--- src/design/stq_pkg.sv ---
package stq_pkg;

  localparam int CMT_ID_W   = 5;
  localparam int GRP_W      = 4;
  localparam int RNID_W     = 6;
  localparam int BR_TAG_NUM = 8;
  localparam int XLEN       = 32;
  localparam int PADDR_W    = 32;
  localparam int LINE_B     = 16;
  localparam int PHY_WR_NUM = 2;

  // derived widths
  localparam int BR_TAG_W   = $clog2(BR_TAG_NUM);
  localparam int LINE_OFF_W = $clog2(LINE_B);

  typedef logic [CMT_ID_W-1:0]   cmt_id_t;
  typedef logic [GRP_W-1:0]      grp_id_t;     // one-hot
  typedef logic [RNID_W-1:0]     rnid_t;
  typedef logic [BR_TAG_NUM-1:0] br_mask_t;
  typedef logic [BR_TAG_W-1:0]   brtag_t;
  typedef logic [XLEN-1:0]       data_t;
  typedef logic [PADDR_W-1:0]    paddr_t;
  typedef logic [1:0]            size_t;       // log2 of byte count
  typedef logic [LINE_B-1:0]     line_be_t;
  typedef logic [LINE_B*8-1:0]   line_data_t;

  // ------------------------------
  // entry states
  // ------------------------------
  typedef enum logic [2:0] {
    INIT,
    ISSUE_WAIT,
    ISSUED,
    TLB_HAZ,
    WAIT_COMMIT,
    WAIT_ST_DATA,
    COMMIT,
    DEAD
  } stq_state_t;

  typedef enum logic {
    EX1_HAZ_NONE,
    EX1_HAZ_TLB_MISS
  } ex1_haz_t;

endpackage
--- src/design/stq_entry.sv ---
`timescale 1ns/1ns

module stq_entry (
  input  logic                i_clk,
  input  logic                i_reset_n,
  // dispatch
  input  logic                i_disp_load,
  input  stq_pkg::cmt_id_t    i_disp_cmt_id,
  input  stq_pkg::grp_id_t    i_disp_grp_id,
  input  stq_pkg::br_mask_t   i_disp_br_mask,
  input  stq_pkg::rnid_t      i_disp_rs1_rnid,
  input  logic                i_disp_rs1_ready,
  input  stq_pkg::rnid_t      i_disp_rs2_rnid,
  input  logic                i_disp_rs2_ready,
  input  logic                i_phy_wr_valid [stq_pkg::PHY_WR_NUM],
  input  stq_pkg::rnid_t      i_phy_wr_rnid  [stq_pkg::PHY_WR_NUM],
  input  stq_pkg::data_t      i_phy_wr_data  [stq_pkg::PHY_WR_NUM],
  // issue and ex1
  output logic                o_entry_ready,
  input  logic                i_entry_picked,
  input  logic                i_ex1_valid,
  input  stq_pkg::ex1_haz_t   i_ex1_haz,
  input  stq_pkg::paddr_t     i_ex1_paddr,
  input  stq_pkg::size_t      i_ex1_size,
  input  logic                i_ex1_uc,
  input  logic                i_tlb_resolve,
  // commit and branch
  input  logic                i_commit_valid,
  input  stq_pkg::cmt_id_t    i_commit_cmt_id,
  input  stq_pkg::grp_id_t    i_commit_grp_id,
  input  stq_pkg::grp_id_t    i_commit_dead_grp,
  input  logic                i_br_upd_valid,
  input  stq_pkg::brtag_t     i_br_upd_tag,
  input  logic                i_br_upd_mispredict,
  // memory side
  output logic                o_stbuf_req_valid,
  input  logic                i_stbuf_accept,
  output logic                o_uc_write_req_valid,
  input  logic                i_uc_write_accept,
  output stq_pkg::paddr_t     o_paddr,
  output stq_pkg::size_t      o_size,
  output stq_pkg::data_t      o_st_data,
  input  logic                i_stq_outptr_valid,
  output logic                o_st_finish,
  // snoop
  input  logic                i_snoop_req_valid,
  input  stq_pkg::paddr_t     i_snoop_paddr,
  output logic                o_snoop_resp_valid,
  output stq_pkg::line_be_t   o_snoop_resp_be,
  output stq_pkg::line_data_t o_snoop_resp_data
);

  logic                w_flush;
  logic                w_disp_flush;
  logic                w_commit_ok;
  logic                w_busy;
  logic                w_rs1_ready;
  logic                w_rs2_ready;
  stq_pkg::data_t      w_st_data;
  stq_pkg::stq_state_t w_state;
  stq_pkg::paddr_t     w_paddr;
  logic                w_paddr_valid;
  stq_pkg::size_t      w_size;

  assign o_paddr   = w_paddr;
  assign o_size    = w_size;
  assign o_st_data = w_st_data;

  stq_commit_track u_commit_track (
    .i_clk, .i_reset_n,
    .i_disp_load, .i_disp_cmt_id, .i_disp_grp_id, .i_disp_br_mask,
    .i_busy (w_busy),
    .i_commit_valid, .i_commit_cmt_id, .i_commit_grp_id, .i_commit_dead_grp,
    .i_br_upd_valid, .i_br_upd_tag, .i_br_upd_mispredict,
    .o_flush (w_flush), .o_disp_flush (w_disp_flush), .o_commit_ok (w_commit_ok)
  );

  stq_operand_track u_operand_track (
    .i_clk, .i_reset_n,
    .i_disp_load, .i_disp_rs1_rnid, .i_disp_rs1_ready, .i_disp_rs2_rnid, .i_disp_rs2_ready,
    .i_phy_wr_valid, .i_phy_wr_rnid, .i_phy_wr_data,
    .o_rs1_ready (w_rs1_ready), .o_rs2_ready (w_rs2_ready), .o_st_data (w_st_data)
  );

  stq_entry_fsm u_entry_fsm (
    .i_clk, .i_reset_n,
    .i_disp_load,
    .i_flush (w_flush), .i_disp_flush (w_disp_flush), .i_commit_ok (w_commit_ok),
    .i_rs1_ready (w_rs1_ready), .i_rs2_ready (w_rs2_ready),
    .i_entry_picked,
    .i_ex1_valid, .i_ex1_haz, .i_ex1_paddr, .i_ex1_size, .i_ex1_uc,
    .i_tlb_resolve,
    .i_stbuf_accept, .i_uc_write_accept, .i_stq_outptr_valid,
    .o_busy (w_busy), .o_entry_ready, .o_stbuf_req_valid, .o_uc_write_req_valid,
    .o_st_finish,
    .o_state (w_state), .o_paddr (w_paddr), .o_paddr_valid (w_paddr_valid),
    .o_size (w_size)
  );

  stq_snoop_resp u_snoop_resp (
    .i_clk, .i_reset_n,
    .i_state (w_state), .i_paddr (w_paddr), .i_paddr_valid (w_paddr_valid),
    .i_size (w_size), .i_st_data (w_st_data),
    .i_snoop_req_valid, .i_snoop_paddr,
    .o_snoop_resp_valid, .o_snoop_resp_be, .o_snoop_resp_data
  );

endmodule

--- src/design/stq_snoop_resp.sv ---
`timescale 1ns/1ns

module stq_snoop_resp (
  input  logic                i_clk,
  input  logic                i_reset_n,
  input  stq_pkg::stq_state_t i_state,
  input  stq_pkg::paddr_t     i_paddr,
  input  logic                i_paddr_valid,
  input  stq_pkg::size_t      i_size,
  input  stq_pkg::data_t      i_st_data,
  input  logic                i_snoop_req_valid,
  input  stq_pkg::paddr_t     i_snoop_paddr,
  output logic                o_snoop_resp_valid,
  output stq_pkg::line_be_t   o_snoop_resp_be,
  output stq_pkg::line_data_t o_snoop_resp_data
);

  logic [stq_pkg::LINE_OFF_W-1:0] w_off;
  logic                           w_hit;
  stq_pkg::line_be_t              w_be;
  stq_pkg::line_data_t            w_data;

  assign w_off = i_paddr[stq_pkg::LINE_OFF_W-1:0];
  assign w_hit = (i_state == stq_pkg::COMMIT) & i_paddr_valid &
                 (i_paddr[stq_pkg::PADDR_W-1:stq_pkg::LINE_OFF_W] ==
                  i_snoop_paddr[stq_pkg::PADDR_W-1:stq_pkg::LINE_OFF_W]);

  // (1 << size) bytes from the line offset
  assign w_be   = stq_pkg::line_be_t'((1 << (1 << i_size)) - 1) << w_off;
  assign w_data = stq_pkg::line_data_t'(i_st_data) << {w_off, 3'b000};

  always_ff @(posedge i_clk, negedge i_reset_n) begin
    if (!i_reset_n) begin
      o_snoop_resp_valid <= 1'b0;
    end else begin
      o_snoop_resp_valid <= i_snoop_req_valid;
    end
  end

  always_ff @(posedge i_clk) begin
    o_snoop_resp_be   <= w_hit ? w_be : '0;
    o_snoop_resp_data <= w_hit ? w_data : '0;
  end

  a_snoop_resp : assert property (@(posedge i_clk) disable iff (!i_reset_n)
    i_snoop_req_valid |=> o_snoop_resp_valid);

endmodule

--- src/design/stq_entry_fsm.sv ---
`timescale 1ns/1ns

module stq_entry_fsm (
  input  logic                i_clk,
  input  logic                i_reset_n,
  input  logic                i_disp_load,
  input  logic                i_flush,
  input  logic                i_disp_flush,
  input  logic                i_commit_ok,
  input  logic                i_rs1_ready,
  input  logic                i_rs2_ready,
  input  logic                i_entry_picked,
  input  logic                i_ex1_valid,
  input  stq_pkg::ex1_haz_t   i_ex1_haz,
  input  stq_pkg::paddr_t     i_ex1_paddr,
  input  stq_pkg::size_t      i_ex1_size,
  input  logic                i_ex1_uc,
  input  logic                i_tlb_resolve,
  input  logic                i_stbuf_accept,
  input  logic                i_uc_write_accept,
  input  logic                i_stq_outptr_valid,
  output logic                o_busy,
  output logic                o_entry_ready,
  output logic                o_stbuf_req_valid,
  output logic                o_uc_write_req_valid,
  output logic                o_st_finish,
  output stq_pkg::stq_state_t o_state,
  output stq_pkg::paddr_t     o_paddr,
  output logic                o_paddr_valid,
  output stq_pkg::size_t      o_size
);

  stq_pkg::stq_state_t r_state;
  stq_pkg::stq_state_t w_state_next;
  stq_pkg::paddr_t     r_paddr;
  stq_pkg::size_t      r_size;
  logic                r_uc;
  logic                r_paddr_valid;
  logic                w_ex1_take;
  logic                w_tlb_miss;
  logic                w_in_commit;

  assign w_ex1_take  = (r_state == stq_pkg::ISSUED) & i_ex1_valid & ~i_flush;
  assign w_tlb_miss  = (i_ex1_haz == stq_pkg::EX1_HAZ_TLB_MISS);
  assign w_in_commit = (r_state == stq_pkg::COMMIT);

  assign o_busy        = (r_state != stq_pkg::INIT);
  assign o_entry_ready = (r_state == stq_pkg::ISSUE_WAIT) & i_rs1_ready & ~i_flush;

  // ------------------------------
  // memory side requests
  // ------------------------------
  assign o_stbuf_req_valid    = w_in_commit & ~r_uc;
  assign o_uc_write_req_valid = w_in_commit & r_uc;
  assign o_st_finish = o_stbuf_req_valid & i_stbuf_accept |
                       o_uc_write_req_valid & i_uc_write_accept |
                       (r_state == stq_pkg::DEAD) & i_stq_outptr_valid;

  always_comb begin
    w_state_next = r_state;
    case (r_state)
      stq_pkg::INIT: begin
        if (i_disp_load) begin
          w_state_next = i_disp_flush ? stq_pkg::DEAD : stq_pkg::ISSUE_WAIT;
        end
      end
      stq_pkg::ISSUE_WAIT: begin
        if (i_flush) begin
          w_state_next = stq_pkg::DEAD;
        end else if (o_entry_ready && i_entry_picked) begin
          w_state_next = stq_pkg::ISSUED;
        end
      end
      stq_pkg::ISSUED: begin
        if (i_flush) begin
          w_state_next = stq_pkg::DEAD;
        end else if (i_ex1_valid) begin
          w_state_next = w_tlb_miss ? stq_pkg::TLB_HAZ : stq_pkg::WAIT_COMMIT;
        end
      end
      stq_pkg::TLB_HAZ: begin
        if (i_flush) begin
          w_state_next = stq_pkg::DEAD;
        end else if (i_tlb_resolve) begin
          w_state_next = stq_pkg::ISSUE_WAIT;  // replay through issue
        end
      end
      stq_pkg::WAIT_COMMIT: begin
        if (i_flush) begin
          w_state_next = stq_pkg::DEAD;
        end else if (i_commit_ok) begin
          w_state_next = i_rs2_ready ? stq_pkg::COMMIT : stq_pkg::WAIT_ST_DATA;
        end
      end
      stq_pkg::WAIT_ST_DATA: begin
        if (i_flush) begin
          w_state_next = stq_pkg::DEAD;
        end else if (i_rs2_ready) begin
          w_state_next = stq_pkg::COMMIT;
        end
      end
      stq_pkg::COMMIT: begin
        if (o_st_finish) begin
          w_state_next = stq_pkg::INIT;
        end
      end
      stq_pkg::DEAD: begin
        if (o_st_finish) begin
          w_state_next = stq_pkg::INIT;
        end
      end
      default: w_state_next = stq_pkg::INIT;
    endcase
  end

  always_ff @(posedge i_clk, negedge i_reset_n) begin
    if (!i_reset_n) begin
      r_state       <= stq_pkg::INIT;
      r_paddr_valid <= 1'b0;
    end else begin
      r_state <= w_state_next;
      if (i_disp_load) begin
        r_paddr_valid <= 1'b0;
      end else if (w_ex1_take) begin
        r_paddr_valid <= ~w_tlb_miss;
      end
    end
  end

  always_ff @(posedge i_clk) begin
    if (w_ex1_take) begin
      r_paddr <= i_ex1_paddr;
      r_size  <= i_ex1_size;
      r_uc    <= i_ex1_uc;
    end
  end

  assign o_state       = r_state;
  assign o_paddr       = r_paddr;
  assign o_paddr_valid = r_paddr_valid;
  assign o_size        = r_size;

  a_disp_in_init : assert property (@(posedge i_clk) disable iff (!i_reset_n)
    i_disp_load |-> (r_state == stq_pkg::INIT));

  // one port per store
  a_req_onehot : assert property (@(posedge i_clk) disable iff (!i_reset_n)
    $onehot0({o_stbuf_req_valid, o_uc_write_req_valid}));

endmodule

--- src/design/stq_operand_track.sv ---
`timescale 1ns/1ns

module stq_operand_track (
  input  logic           i_clk,
  input  logic           i_reset_n,
  input  logic           i_disp_load,
  input  stq_pkg::rnid_t i_disp_rs1_rnid,
  input  logic           i_disp_rs1_ready,
  input  stq_pkg::rnid_t i_disp_rs2_rnid,
  input  logic           i_disp_rs2_ready,
  input  logic           i_phy_wr_valid [stq_pkg::PHY_WR_NUM],
  input  stq_pkg::rnid_t i_phy_wr_rnid  [stq_pkg::PHY_WR_NUM],
  input  stq_pkg::data_t i_phy_wr_data  [stq_pkg::PHY_WR_NUM],
  output logic           o_rs1_ready,
  output logic           o_rs2_ready,
  output stq_pkg::data_t o_st_data
);

  stq_pkg::rnid_t r_rs1_rnid;
  stq_pkg::rnid_t r_rs2_rnid;
  logic           r_rs1_ready;
  logic           r_rs2_ready;
  logic           r_rs2_got;
  stq_pkg::data_t r_st_data;
  stq_pkg::rnid_t w_rs1_rnid;
  stq_pkg::rnid_t w_rs2_rnid;
  logic           w_rs1_hit;
  logic           w_rs2_hit;
  logic           w_rs2_capture;
  stq_pkg::data_t w_rs2_wr_data;

  // compare against the incoming tags in the dispatch cycle
  assign w_rs1_rnid = i_disp_load ? i_disp_rs1_rnid : r_rs1_rnid;
  assign w_rs2_rnid = i_disp_load ? i_disp_rs2_rnid : r_rs2_rnid;

  always_comb begin
    w_rs1_hit     = 1'b0;
    w_rs2_hit     = 1'b0;
    w_rs2_wr_data = '0;
    for (int p = 0; p < stq_pkg::PHY_WR_NUM; p++) begin
      if (i_phy_wr_valid[p] && (i_phy_wr_rnid[p] == w_rs1_rnid)) begin
        w_rs1_hit = 1'b1;
      end
      if (i_phy_wr_valid[p] && (i_phy_wr_rnid[p] == w_rs2_rnid)) begin
        w_rs2_hit     = 1'b1;
        w_rs2_wr_data = i_phy_wr_data[p];
      end
    end
  end

  assign w_rs2_capture = w_rs2_hit & (i_disp_load | ~r_rs2_got);  // first match only

  always_ff @(posedge i_clk, negedge i_reset_n) begin
    if (!i_reset_n) begin
      r_rs1_rnid  <= '0;
      r_rs2_rnid  <= '0;
      r_rs1_ready <= 1'b0;
      r_rs2_ready <= 1'b0;
      r_rs2_got   <= 1'b0;
    end else if (i_disp_load) begin
      r_rs1_rnid  <= i_disp_rs1_rnid;
      r_rs2_rnid  <= i_disp_rs2_rnid;
      r_rs1_ready <= i_disp_rs1_ready | w_rs1_hit;
      r_rs2_ready <= i_disp_rs2_ready | w_rs2_hit;
      r_rs2_got   <= w_rs2_hit;
    end else begin
      r_rs1_ready <= r_rs1_ready | w_rs1_hit;
      r_rs2_ready <= r_rs2_ready | w_rs2_hit;
      r_rs2_got   <= r_rs2_got | w_rs2_hit;
    end
  end

  always_ff @(posedge i_clk) begin
    if (w_rs2_capture) begin
      r_st_data <= w_rs2_wr_data;
    end
  end

  assign o_rs1_ready = r_rs1_ready;
  assign o_rs2_ready = r_rs2_ready;
  assign o_st_data   = r_st_data;

endmodule

--- src/design/stq_commit_track.sv ---
`timescale 1ns/1ns

module stq_commit_track (
  input  logic              i_clk,
  input  logic              i_reset_n,
  input  logic              i_disp_load,
  input  stq_pkg::cmt_id_t  i_disp_cmt_id,
  input  stq_pkg::grp_id_t  i_disp_grp_id,
  input  stq_pkg::br_mask_t i_disp_br_mask,
  input  logic              i_busy,
  input  logic              i_commit_valid,
  input  stq_pkg::cmt_id_t  i_commit_cmt_id,
  input  stq_pkg::grp_id_t  i_commit_grp_id,
  input  stq_pkg::grp_id_t  i_commit_dead_grp,
  input  logic              i_br_upd_valid,
  input  stq_pkg::brtag_t   i_br_upd_tag,
  input  logic              i_br_upd_mispredict,
  output logic              o_flush,
  output logic              o_disp_flush,
  output logic              o_commit_ok
);

  stq_pkg::cmt_id_t  r_cmt_id;
  stq_pkg::grp_id_t  r_grp_id;
  stq_pkg::br_mask_t r_br_mask;
  stq_pkg::br_mask_t w_br_mask_next;
  logic              w_cmt_match;
  logic              w_grp_dead;
  logic              w_grp_done;
  logic              w_br_kill;

  assign w_cmt_match = i_commit_valid & (i_commit_cmt_id == r_cmt_id);
  assign w_grp_dead  = |(r_grp_id & i_commit_dead_grp);
  assign w_grp_done  = |(r_grp_id & i_commit_grp_id);
  assign w_br_kill   = i_br_upd_valid & i_br_upd_mispredict & r_br_mask[i_br_upd_tag];

  assign o_flush      = i_busy & (w_cmt_match & w_grp_dead | w_br_kill);
  assign o_commit_ok  = i_busy & w_cmt_match & w_grp_done & ~w_grp_dead;
  // mispredict racing the dispatch itself
  assign o_disp_flush = i_disp_load & i_br_upd_valid & i_br_upd_mispredict &
                        i_disp_br_mask[i_br_upd_tag];

  always_comb begin
    w_br_mask_next = i_disp_load ? i_disp_br_mask : r_br_mask;
    if (i_br_upd_valid) begin
      w_br_mask_next[i_br_upd_tag] = 1'b0;  // resolved either way
    end
  end

  always_ff @(posedge i_clk, negedge i_reset_n) begin
    if (!i_reset_n) begin
      r_br_mask <= '0;
    end else begin
      r_br_mask <= w_br_mask_next;
    end
  end

  always_ff @(posedge i_clk) begin
    if (i_disp_load) begin
      r_cmt_id <= i_disp_cmt_id;
      r_grp_id <= i_disp_grp_id;
    end
  end

  // a committing store has no unresolved branch left that could kill it
  a_flush_vs_commit : assert property (@(posedge i_clk) disable iff (!i_reset_n)
    !(o_flush && o_commit_ok));

endmodule

--- config.mk ---
export PLATFORM = sky130hd
export DESIGN_NAME = stq_entry
export DESIGN_NICKNAME = d
export VERILOG_FILES = /design/src/design/stq_pkg.sv /design/src/design/stq_entry.sv /design/src/design/stq_snoop_resp.sv /design/src/design/stq_entry_fsm.sv /design/src/design/stq_operand_track.sv /design/src/design/stq_commit_track.sv
export SDC_FILE = /design/constraint.sdc
export NUM_CORES = 1
export LEC_CHECK = 0
export ABC_AREA = 1
export BUFFER_PORTS_ARGS = -buffer_cell sky130_fd_sc_hd__buf_4
export CAP_MARGIN = 40
export CORE_MARGIN = 10
export CORE_UTILIZATION = 50
export CTS_BUF_LIST = sky130_fd_sc_hd__clkbuf_4
export DETAILED_ROUTE_END_ITERATION = 12
export HOLD_SLACK_MARGIN = 0.03
export MAX_ROUTING_LAYER = met4
export PLACE_DENSITY = 0.8
export RECOVER_POWER = 100
export SETUP_SLACK_MARGIN = 0.5
export SLEW_MARGIN = 20
export SYNTH_ARGS = -nofsm -noshare
export SYNTH_HDL_FRONTEND = slang
export SYNTH_SLANG_ARGS = --single-unit
--- constraint.sdc ---
create_clock -name i_clk -period 4.26 [get_ports i_clk]
set_input_delay 0.426 -clock i_clk [delete_from_list [all_inputs] [get_ports i_clk]]
set_output_delay 0.426 -clock i_clk [all_outputs]
set_load 0.005 [all_outputs]
* Word-level counts from Yosys, hierarchy flattened
Index checks and enable logic that the tools add are counted.
** Cells by class
- Add/sub/neg operators :: 1
- Multipliers :: 0
- Div/mod/pow operators :: 0
- $lt $le $gt $ge :: 2
- Equality and inequality tests :: 20
- Shift operators :: 4
- Mux-type cells :: 37
- Bitwise gates (word level) :: 41
- Reduce and logical (&&, ||, !) cells :: 13
** Operators with widths (number)
- left shift 32 x 7 -> 128 bit :: 1
- two-way mux 32 bit :: 2
- two-way mux 3 bit :: 14
- left shift 1 x 2 -> 32 bit (first input constant) :: 1
- left shift 1 x 32 -> 16 bit (first input constant) :: 1
- == test 28 bit :: 1
- == test 6 bit :: 4
- bitwise AND 1 bit :: 23
- case mux 3 bit (7 select lines) :: 1
- two-way mux 8 bit :: 2
- left shift 16 x 4 -> 16 bit :: 1
- subtractor 16 x 2 -> 16 bit (second input constant) :: 1
- != test 3 x 2 -> 1 bit (second input constant) :: 5
- == test 3 bit (second input constant) :: 4
- two-way mux 1 bit :: 12
- two-way mux 6 bit :: 2
- bitwise OR 1 bit :: 9
- bitwise AND 4 bit :: 2
- bitwise AND 8 bit :: 1
- NOT 8 bit :: 1
- OR reduction 4 bit :: 2
- AND reduction 7 bit :: 1
- binary-select mux 1 bit (select 3 bit) :: 2
- == test 3 x 2 -> 1 bit (second input constant) :: 2
- other kinds (14) :: 23
** Word-level totals
- Register bits :: 248
- Latch bits :: 0
- Memory bits (writable) :: 0
- Bits in read-only memories :: 0
- Input port bits :: 206
- Output and inout port bits :: 215
- Logic and storage cells :: 135
- Memories :: 0

* Depth between registers and ports, before layout
Gate-level depths: netlist of the first run.
- Depth in word-level cells :: 11
- Mapped depth :: 13
- Mapped depth without buffers :: 13

* Cells and area by module
A second synthesis of the first run with hierarchy kept.
** Unflattened totals
- Cells, all modules :: 1409
- Area, all modules :: 11320.9 µm²
** By module, submodules not included
- stq_snoop_resp :: instances 1, cells each 812, area an instance 5876.9 µm², seq. area each 2907.8 µm²
- stq_operand_track :: instances 1, cells each 329, area an instance 2849.0 µm², seq. area each 1336.3 µm²
- stq_entry_fsm :: instances 1, cells each 123, area an instance 1574.0 µm², seq. area each 1151.1 µm²
- stq_commit_track :: instances 1, cells each 145, area an instance 1021.0 µm², seq. area each 470.5 µm²

* Worst setup path after synthesis of the first run
No wires, ideal clock.
- Path type :: input to register
- Start :: in i_disp_load
- End :: reg u_operand_track.r_st_data[0] (netlist: u_operand_track.o_st_data[0]) (enable)
- Setup time :: 432 ps
- Arrival :: 3045 ps
- Data required time :: 3828 ps
- Slack :: 783 ps
- Stages on the path :: 11
- Path buffers :: 2
- Cells stage by stage :: clkbuf_2 > buf_4 > nand2_1 > nand2_1 > nand2_1 > nand2_1 > nor3_1 > nand2_1 > inv_2 > nor2_1 > a21oi_1
** Between the ends
- Cells in the longest elaborated chain, start to end :: 6
- Elaborated cells on any way between the ends :: 9
- Those cells by class :: eq/ne (2); mux (3); bitwise (2); reduce/logical (2)
** RTL lines
- start: declaration :: line stq_entry.sv:7 : input logic i_disp_load,
- two-way mux 6 bit * :: line stq_operand_track.sv:34 : assign w_rs2_rnid = i_disp_load ? i_disp_rs2_rnid : r_rs2_rnid;
- named net u_operand_track.w_rs2_rnid[1] :: line stq_operand_track.sv:26 : stq_pkg::rnid_t w_rs2_rnid;
- == test 6 bit :: line stq_operand_track.sv:44 : if (i_phy_wr_valid[p] && (i_phy_wr_rnid[p] == w_rs2_rnid)) begin
- logical AND 1 bit :: line stq_operand_track.sv:44
- two-way mux 1 bit :: line stq_operand_track.sv:44
- two-way mux 1 bit * :: line stq_operand_track.sv:44
- bitwise AND 1 bit * :: line stq_operand_track.sv:51 : assign w_rs2_capture = w_rs2_hit & (i_disp_load | ~r_rs2_got);
- named net u_operand_track.w_rs2_capture :: line stq_operand_track.sv:29 : logic w_rs2_capture;
- end signal: assignment :: line stq_operand_track.sv:75 : r_st_data <= w_rs2_wr_data;
- end: declaration :: line stq_operand_track.sv:24 : stq_pkg::data_t r_st_data;
Mark *: on every way through the listed nets, which the timed path passes. The rest lies on a longest branch.
A chain may end at the register's enable or synchronous reset.

* Worst setup path in the final report of the first run
- Start :: reg u_entry_fsm.r_paddr[2] (netlist: u_entry_fsm.o_paddr[2])
- End :: reg u_snoop_resp.o_snoop_resp_data[84]
** Between the ends
- Cells in the longest elaborated chain, start to end :: 1
** RTL lines
- start: declaration :: line stq_entry_fsm.sv:35 : stq_pkg::paddr_t r_paddr;
- start signal: assignment :: line stq_entry_fsm.sv:132 : r_paddr <= i_ex1_paddr;
- left shift 32 x 7 -> 128 bit :: line stq_snoop_resp.sv:30 : assign w_data = stq_pkg::line_data_t'(i_st_data) << {w_off, 3'b000};
- end signal: assignment :: line stq_snoop_resp.sv:42 : o_snoop_resp_data <= w_hit ? w_data : '0;
- end: declaration :: line stq_snoop_resp.sv:15 : output stq_pkg::line_data_t o_snoop_resp_data
No other way between the ends.

==> results of run 1 <==
[stage by stage]
| step | power (mW) | area, um^2 | worst slack [ns] | instances |
|---|---|---|---|---|
| after floorplan | 3.17 | 10300 | 0.783 | 1225 |
| after global placement | 3.54 | 13600 | 1.26 | 1867 |
| after detailed placement | 3.56 | 13600 | 1.21 | 1868 |
| after CTS | 5.68 | 15700 | 1.50 | 2109 |
| after global routing | 5.91 | 15200 | 0.631 | 2112 |
| final | 5.65 | 15200 | 0.880 | 2112 |
[worst max-delay path: stages, from the launching register on]
cell      delay, ns
edfxtp_1       0.32
clkbuf_1       1.07
clkinv_1       0.28
nor2_1         0.26
clkbuf_1       0.46
inv_1          0.45
o22ai_1        0.30
inv_1          0.08
nor2_1         0.11
[state kept, by name (all words and copies together) (netlist names)]
name	cells
u_snoop_resp.o_snoop_resp_data	128
u_entry_fsm.o_paddr	32
u_operand_track.o_st_data	32
u_snoop_resp.o_snoop_resp_be	16
u_commit_track.r_br_mask	8
u_operand_track.r_rs1_rnid	6
u_operand_track.r_rs2_rnid	6
u_commit_track.r_cmt_id	5
u_commit_track.r_grp_id	4
u_entry_fsm.o_state	3
u_entry_fsm.o_size	2
u_entry_fsm.o_paddr_valid	1
u_entry_fsm.r_uc	1
u_operand_track.o_rs1_ready	1
u_operand_track.o_rs2_ready	1
u_operand_track.r_rs2_got	1
u_snoop_resp.o_snoop_resp_valid	1
[path summary, 6_finish.rpt]
check	startpoint	end	slack, ns
hold reg to reg	u_operand_track.r_rs1_rnid[3]	u_operand_track.r_rs1_rnid[3]	0.50
setup / recovery	u_entry_fsm.o_paddr[2]	u_snoop_resp.o_snoop_resp_data[84]	0.88
min in group asynchronous	i_reset_n	u_snoop_resp.o_snoop_resp_valid	0.67
hold / removal	i_disp_rs1_rnid[5]	u_operand_track.r_rs1_rnid[5]	0.09
max in group asynchronous	i_reset_n	u_entry_fsm.o_state[1]	2.64
setup reg to reg	u_entry_fsm.o_paddr[2]	u_snoop_resp.o_snoop_resp_data[84]	0.88
[area by class of cell]
cell class | instances | area share (%)
sequential | 248 | 38.6
timing repair buffer | 558 | 26.7
multi-input combinational | 781 | 23.5
clock buffer | 99 | 4.90
inverter | 140 | 3.46
tap | 270 | 2.23
clock inverter | 14 | 0.544
antenna | 2 | 0.0330
[kinds of logic after synthesis]
kind of cell / Yosys count
buffers and inverters: 196
xor gates and xnor gates: 22
and+or+nand+nor: 592
DFF: 248
AOI/OAI and AO/OA: 167
[Yosys cell counts (all sizes together)]
master	count	area share, %
nand3	74	3.7
o21ai	78	3.8
buf	23	1.5
a22oi	8	0.59
a31oi	8	0.49
xnor2	9	0.77
o31ai	1	0.073
a21boi	1	0.073
clkinv	2	0.073
and3	1	0.061
nand3b	1	0.073
nor2	209	7.7
or2	9	0.55
nand2	272	10
dfrtp	28	6.8
dfxtp	144	28
a211oi	1	0.073
inv	138	5.0
nor3	18	1.2
clkbuf	33	1.2
xor2	13	1.1
o22ai	46	2.8
a21oi	17	0.83
nand4	8	0.49
edfxtp	76	22
a22o	3	0.26
o211ai	4	0.29
[power by group through the flow]
stage / logic, mW / clock network, mW / registers [mW]
2_1_floorplan: 0.526 / 0 / 2.64
3_5_place_dp: 0.887 / 0 / 2.67
6_report: 0.961 / 2.06 / 2.62
4_1_cts: 0.971 / 2.09 / 2.62
3_3_place_gp: 0.871 / 0 / 2.67
5_1_grt: 1.07 / 2.21 / 2.63
[routing by layer]
metal  vias up  share of wire [%]  track usage, %
li1       5111                  -               -
met1      5052                 36            32.3
met2       583                 49            49.9
met3       106                9.9            8.76
met4         0                4.3            13.4
met5         -                  0               -
==> summary.md, run 1 <==
| Metric | Value |
|---|---|
| Syn Std Cell Area | `a little over 10000 um^2` |
| Min-delay worst type | `in2reg` |
| Clk_skew | `approximately 0.048 ns` |
| P_int | `roughly 4.1 mW` |
| TNS Setup | `0 ns` |
| Multiplexer share of the synthesized area | `0%` |
| Area growth from synthesis to layout | `48.0%` |
| Root buf cell | `clkbuf_4` |
| Num Clock Sinks | `248` |
| Vias in the first global route | `11000` |
| Num ports | `about 420` |
| Commonest non-fill, non-tap cell in the layout | `nand2_1` |
| Post-synthesis compound-gate area fraction | `~9.3%` |
| Sw Ratio | `between 20% and 30%` |
| Power density cells | `around 370 nW/um^2` |
| Register area | `5870 um^2` |
| Sequential share of power | `approximately 46%` |
| DRT iter0 DRCs | `906` |
| GRT Total Usage | `between 20 and 30%` |
| Nets | `about 2000` |
| Outcome | `finished with violations` |
| Multi-input gate area | `3560 um^2` |
| Final wirelength | `slightly above 40000 um` |
| WHS Path Cells | `3` |
| Clock tree buffer depth | `3` |
| Comb pwr share | `between 15 and 20%` |
| Die Wd | `between 150 and 200 um` |
| Clock power frac | `~37%` |
| Detailed-route via count | `10900` |
| Max transition margin | `-7.37%` |
| P_sw | `1.59 mW` |
| I/O Buffers | `between 400 and 500` |
| Critical path endpoint category | `flop` |
| Most frequent cells in the layout | `269 x nand2_1, 239 x clkbuf_4, 207 x nor2_1` |
| Post-synthesis cell count | `roughly 1200` |
| Synthesized Nets | `1431` |
| Die Y | `~160 um` |
| Largest family of logic cells by synthesized area | `simple AND/OR/NAND/NOR gates` |
| Failing checks | `capacitance limit, slew limit` |
| Synth cell types | `38` |
| WP data arrival | `about 4.0 ns` |
| GP Congestion | `0.974` |
| Leak | `about 6.9 nW` |
| Final ANT Viol Nets | `0` |
| CTS tree | `done` |
| Resized Gates After CTS | `0` |
| Final min period | `around 3.4 ns` |
| Yosys warns | `0` |
| Simple-Gate Fraction of Synth Area | `between 20% and 30%` |
| Least-Margin Pin Slew | `approximately 1.6 ns` |
| Fraction of layout cells with a size suffix above 1 | `between 20% and 30%` |
| CTS clk-pin slew, worst paths | `0.07 ns` |
| Post-detail-place hpwl | `roughly 30000 um` |
| CP startpoint kind | `flop` |
| Hold_buf cts | `approximately 130` |
| RSZ-0062 raised after global routing | `false` |
| Worst skew pair latency | `0.70 ns` |
| Synth Area in XOR/XNOR | `1.88%` |
| Setup-failing EPs final | `0` |
| Synth Register Bits | `248` |
| Max Freq | `around 0.30 GHz` |
| H-tree depth | `2` |
| Initial antenna violation count | `2` |
| Peak supply drop | `about 0.20 mV` |
| Std cell rows | `52` |
| Via/cell ratio | `approximately 5.1` |
| WP data required | `4.88 ns` |
| Grt total ovfl | `0` |
| CP max FO | `34` |
| Fin. Hold Viols | `0` |
| Num CTS Buffers | `60` |
| Final slew viol count | `29` |
| Largest net degree at the start of global routing | `56` |
| Post-CTS setup buffers | `0` |
| Die Area | `26700 um^2` |
| Post-Synth Adder-Cell Area | `0%` |
| Wire per inst | `approximately 19 um` |
| WHS | `0.0905 ns` |
| Crit Path Class | `reg2reg` |
| Initial Utilization | `about 51%` |
| Fin crit share | `roughly 79%` |
| Fin util | `approximately three quarters` |
| Syn Area/Cell | `8.38 um^2` |
| R2R depth | `8` |
| Sequential cell area fraction in the yosys report | `between 50% and 60%` |
| Filler cells | `between 1500 and 2000` |
| Number of detailed-route iterations in the first pass | `5` |
| Core area | `approximately 20000 um^2` |
| Max-cap viol count | `1` |
| First-pass GRT wire length | `60500 um` |
| DRC viols | `0` |
(Power assumes the default switching activity.)
==> inputs of run 2 (changes only) <==
Settings changed: CORE_UTILIZATION 50 to 45, PLACE_DENSITY 0.8 to 0.75.
Clock period 4.26 ns to 2.7 ns, I/O delays scaled along.
==> run 2 against run 1 <==
The run now ends clean. Total power increased by 68%. Clock-buffer cell count decreased by 3. Final cell count increased by 3.5%. Largest power group unchanged.
==> summary.md, run 2 (synthesized netlist as in run 1, its figures left out) <==
| Metric | Value |
|---|---|
| Peak supply drop | `0.318 mV (was 0.198 mV)` |
| DRT iter0 DRCs | `854 (was 906)` |
| Least-Margin Pin Slew | `0.811 ns (was 1.61 ns)` |
| Initial Utilization | `45.5% (was 50.7%)` |
| Most frequent CP cell | `nand2_1` |
| Commonest non-fill, non-tap cell in the layout | `nand2_1 (unchanged)` |
| Max-cap viol count | `0 (was 1)` |
| Critical path endpoint category | `flop (unchanged)` |
| WP data required | `2.98 ns (was 4.88 ns)` |
| Filler cells | `1794 (was 1567)` |
| Clock tree buffer depth | `3 (unchanged)` |
| Root buf cell | `clkbuf_4 (unchanged)` |
| Outcome | `completed (was finished with violations)` |
| Worst path depth | `11 (was 8)` |
| CP startpoint | `u_commit_track.r_br_mask[1] (was u_entry_fsm.o_paddr[2])` |
| Final wirelength | `42400 um (was 40500 um)` |
| Area growth from synthesis to layout | `55.7% (was 48.0%)` |
| CTS clk-pin slew, worst paths | `0.07 ns (about the same)` |
| CP top delay family | `buffers and inverters (unchanged)` |
| Crit Path Class | `reg2reg (unchanged)` |
| Via/cell ratio | `5.06 (was 5.14)` |
| Num CTS Buffers | `68 (was 60)` |
| R2R depth | `11 (was 8)` |
| Worst skew pair latency | `0.66 ns (was 0.70 ns)` |
| Vias in the first global route | `11400 (was 11000)` |
| Most frequent cells in the layout | `263 x nand2_1, 236 x clkbuf_4, 206 x nor2_1 (was 269 x nand2_1, 239 x clkbuf_4, 207 x nor2_1)` |
| Number of detailed-route iterations in the first pass | `6 (was 5)` |
| I/O Buffers | `416 (unchanged)` |
| Die Wd | `171 um (was 163 um)` |
| Cell chain of the critical path | `inv_1 -> nand2_1 -> nand3_1 -> nand2_1 -> o21ai_4 -> nand2_1 -> nand2_1 -> clkbuf_1 -> nand3_1 -> clkinvlp_4 -> clkbuf_4 (was clkbuf_1 -> clkinv_1 -> nor2_1 -> clkbuf_1 -> inv_1 -> o22ai_1 -> inv_1 -> nor2_1)` |
| CP peak stage delay | `0.47 ns (was 1.07 ns)` |
| WP data arrival | `2.68 ns (was 4.00 ns)` |
| Max Freq | `0.415 GHz (was 0.296 GHz)` |
| RR Startpoint | `u_commit_track.r_br_mask[1] (was u_entry_fsm.o_paddr[2])` |
| Post-detail-place hpwl | `30200 um (was 29900 um)` |
| Nets | `2055 (was 1995)` |
| GRT Total Usage | `28.5% (was 29.8%)` |
| R2R Path End | `u_entry_fsm.o_paddr[10] (was u_snoop_resp.o_snoop_resp_data[84])` |
| Reg-to-reg slack, setup | `0.29 ns (was 0.88 ns)` |
| Bufs and invs on worst path | `4 (was 5)` |
| Leak | `7.15 nW (was 6.93 nW)` |
| Detailed-route via count | `11100 (was 10900)` |
| First-pass GRT wire length | `62800 um (was 60500 um)` |
| DRC viols | `0 (unchanged)` |
| Fin crit share | `89.2% (was 79.3%)` |
| Core area | `22600 um^2 (was 20200 um^2)` |
| Fin. Hold Viols | `0 (unchanged)` |
| Max transition margin | `45.9% (was -7.37%)` |
| Num ports | `421 (unchanged)` |
| Fraction of layout cells with a size suffix above 1 | `25.5% (was 23.3%)` |
| Grt total ovfl | `0 (unchanged)` |
| Largest net degree at the start of global routing | `53 (was 56)` |
| Final ANT Viol Nets | `0 (unchanged)` |
| GR Util met2 | `47.5% (was 49.9%)` |
| TNS Setup | `0 ns (unchanged)` |
| Die Area | `29200 um^2 (was 26700 um^2)` |
| Max reg flops | `128 (unchanged)` |
| Setup-failing EPs final | `0 (unchanged)` |
| Clk_skew | `0.0338 ns (was 0.0481 ns)` |
| Initial antenna violation count | `3 (was 2)` |
| Slowest CP cell | `clkbuf_4 (was clkbuf_1)` |
| Min-delay worst type | `in2reg (unchanged)` |
| CP startpoint kind | `flop (unchanged)` |
| Biggest register | `u_snoop_resp.o_snoop_resp_data (unchanged)` |
| Met1 usage | `30.7% (was 32.3%)` |
| Final min period | `2.41 ns (was 3.38 ns)` |
| GP Congestion | `0.932 (was 0.974)` |
| H-tree depth | `3 (was 2)` |
| GR Layer Usage met3 | `7.33% (was 8.76%)` |
| Die Y | `171 um (was 163 um)` |
| Num Clock Sinks | `248 (unchanged)` |
| CP max FO | `36 (was 34)` |
| Final slew viol count | `0 (was 29)` |
| GRT busiest layer | `met2 (unchanged)` |
| Std cell rows | `55 (was 52)` |
| RSZ-0062 raised after global routing | `true (was false)` |
| Overall power | `9.51 mW (was 5.65 mW)` |
| Power density cells | `595 nW/um^2 (was 372 nW/um^2)` |
| Wire per inst | `19.4 um (was 19.2 um)` |
| CP Capture Point | `u_entry_fsm.o_paddr[10] (was u_snoop_resp.o_snoop_resp_data[84])` |
| CTS tree | `done (unchanged)` |
[run 2: what timing repair did]
| action | in CTS | in global routing |
|---|---|---|
| endpoints found under the hold margin | 128 | 2 |
| setup buffers | 19 | 2 |
| cloned | 0 | 2 |
| pin swaps | 5 | 22 |
| resized for setup | 8 | 40 |
| setup endpoints to repair | 24 | 166 |
| hold buffers | 154 | 1 |
[run 2: through the flow]
| step | area (um^2) | instances | hold slack (ns) | setup slack [ns] | util [%] |
|---|---|---|---|---|---|
| 2_1_floorplan | 10300 | 1225 | -0.0256 | 0.503 | - |
| 3_5_place_dp | 13700 | 1888 | 0.216 | 0.482 | 60.7 |
| 5_1_grt | 16000 | 2182 | 0.124 | 0.151 | 70.7 |
| 4_1_cts | 16400 | 2176 | 0.0556 | 0.449 | 72.4 |
| 6_report | 16000 | 2185 | 0.127 | 0.291 | 70.8 |
| 3_3_place_gp | 13700 | 1888 | 0.221 | 0.508 | 60.7 |
[run 2: how the worst min path moves through the flow]
stage                startpoint                           to  slack [ns]  cells past startpoint
finish              i_ex1_valid    u_entry_fsm.o_paddr_valid        0.13                      4
global route        i_ex1_valid    u_entry_fsm.o_paddr_valid        0.12                      4
CTS                 i_disp_load    u_operand_track.r_rs2_got        0.06                      4
detailed placement    i_reset_n  u_commit_track.r_br_mask[2]        0.22                      1
global placement      i_reset_n  u_commit_track.r_br_mask[2]        0.22                      1
floorplan             i_reset_n  u_commit_track.r_br_mask[0]       -0.03                      0
[run 2: worst min-delay path: stages]
cell	delay (ns)
buf_4	0.13
nand3_1	0.15
o21ai_0	0.10
nor2_1	0.08
[run 2: final cells by class]
type	instances	area, um^2	area share (%)
antenna	6	15.0	0.0940
multi-input combinational	781	3660	22.9
inverter	140	532	3.33
tap	285	357	2.23
timing repair buffer	610	4610	28.9
sequential	248	5870	36.7
clock buffer	96	721	4.51
clock inverter	19	210	1.32
[run 2: power breakdown]
group          leakage, nW  internal (mW)  switching (mW)
Clock                0.543           2.11            1.54
Sequential            2.27           4.01           0.135
Combinational         4.34          0.753           0.952
Total                 7.15           6.88            2.63
[run 2: metal layers]
metal | routed length (um) | share of wire [%]
met1 | 15400 | 36
met2 | 21100 | 50
met5 | 0 | 0
met3 | 3710 | 8.7
met4 | 2210 | 5.2
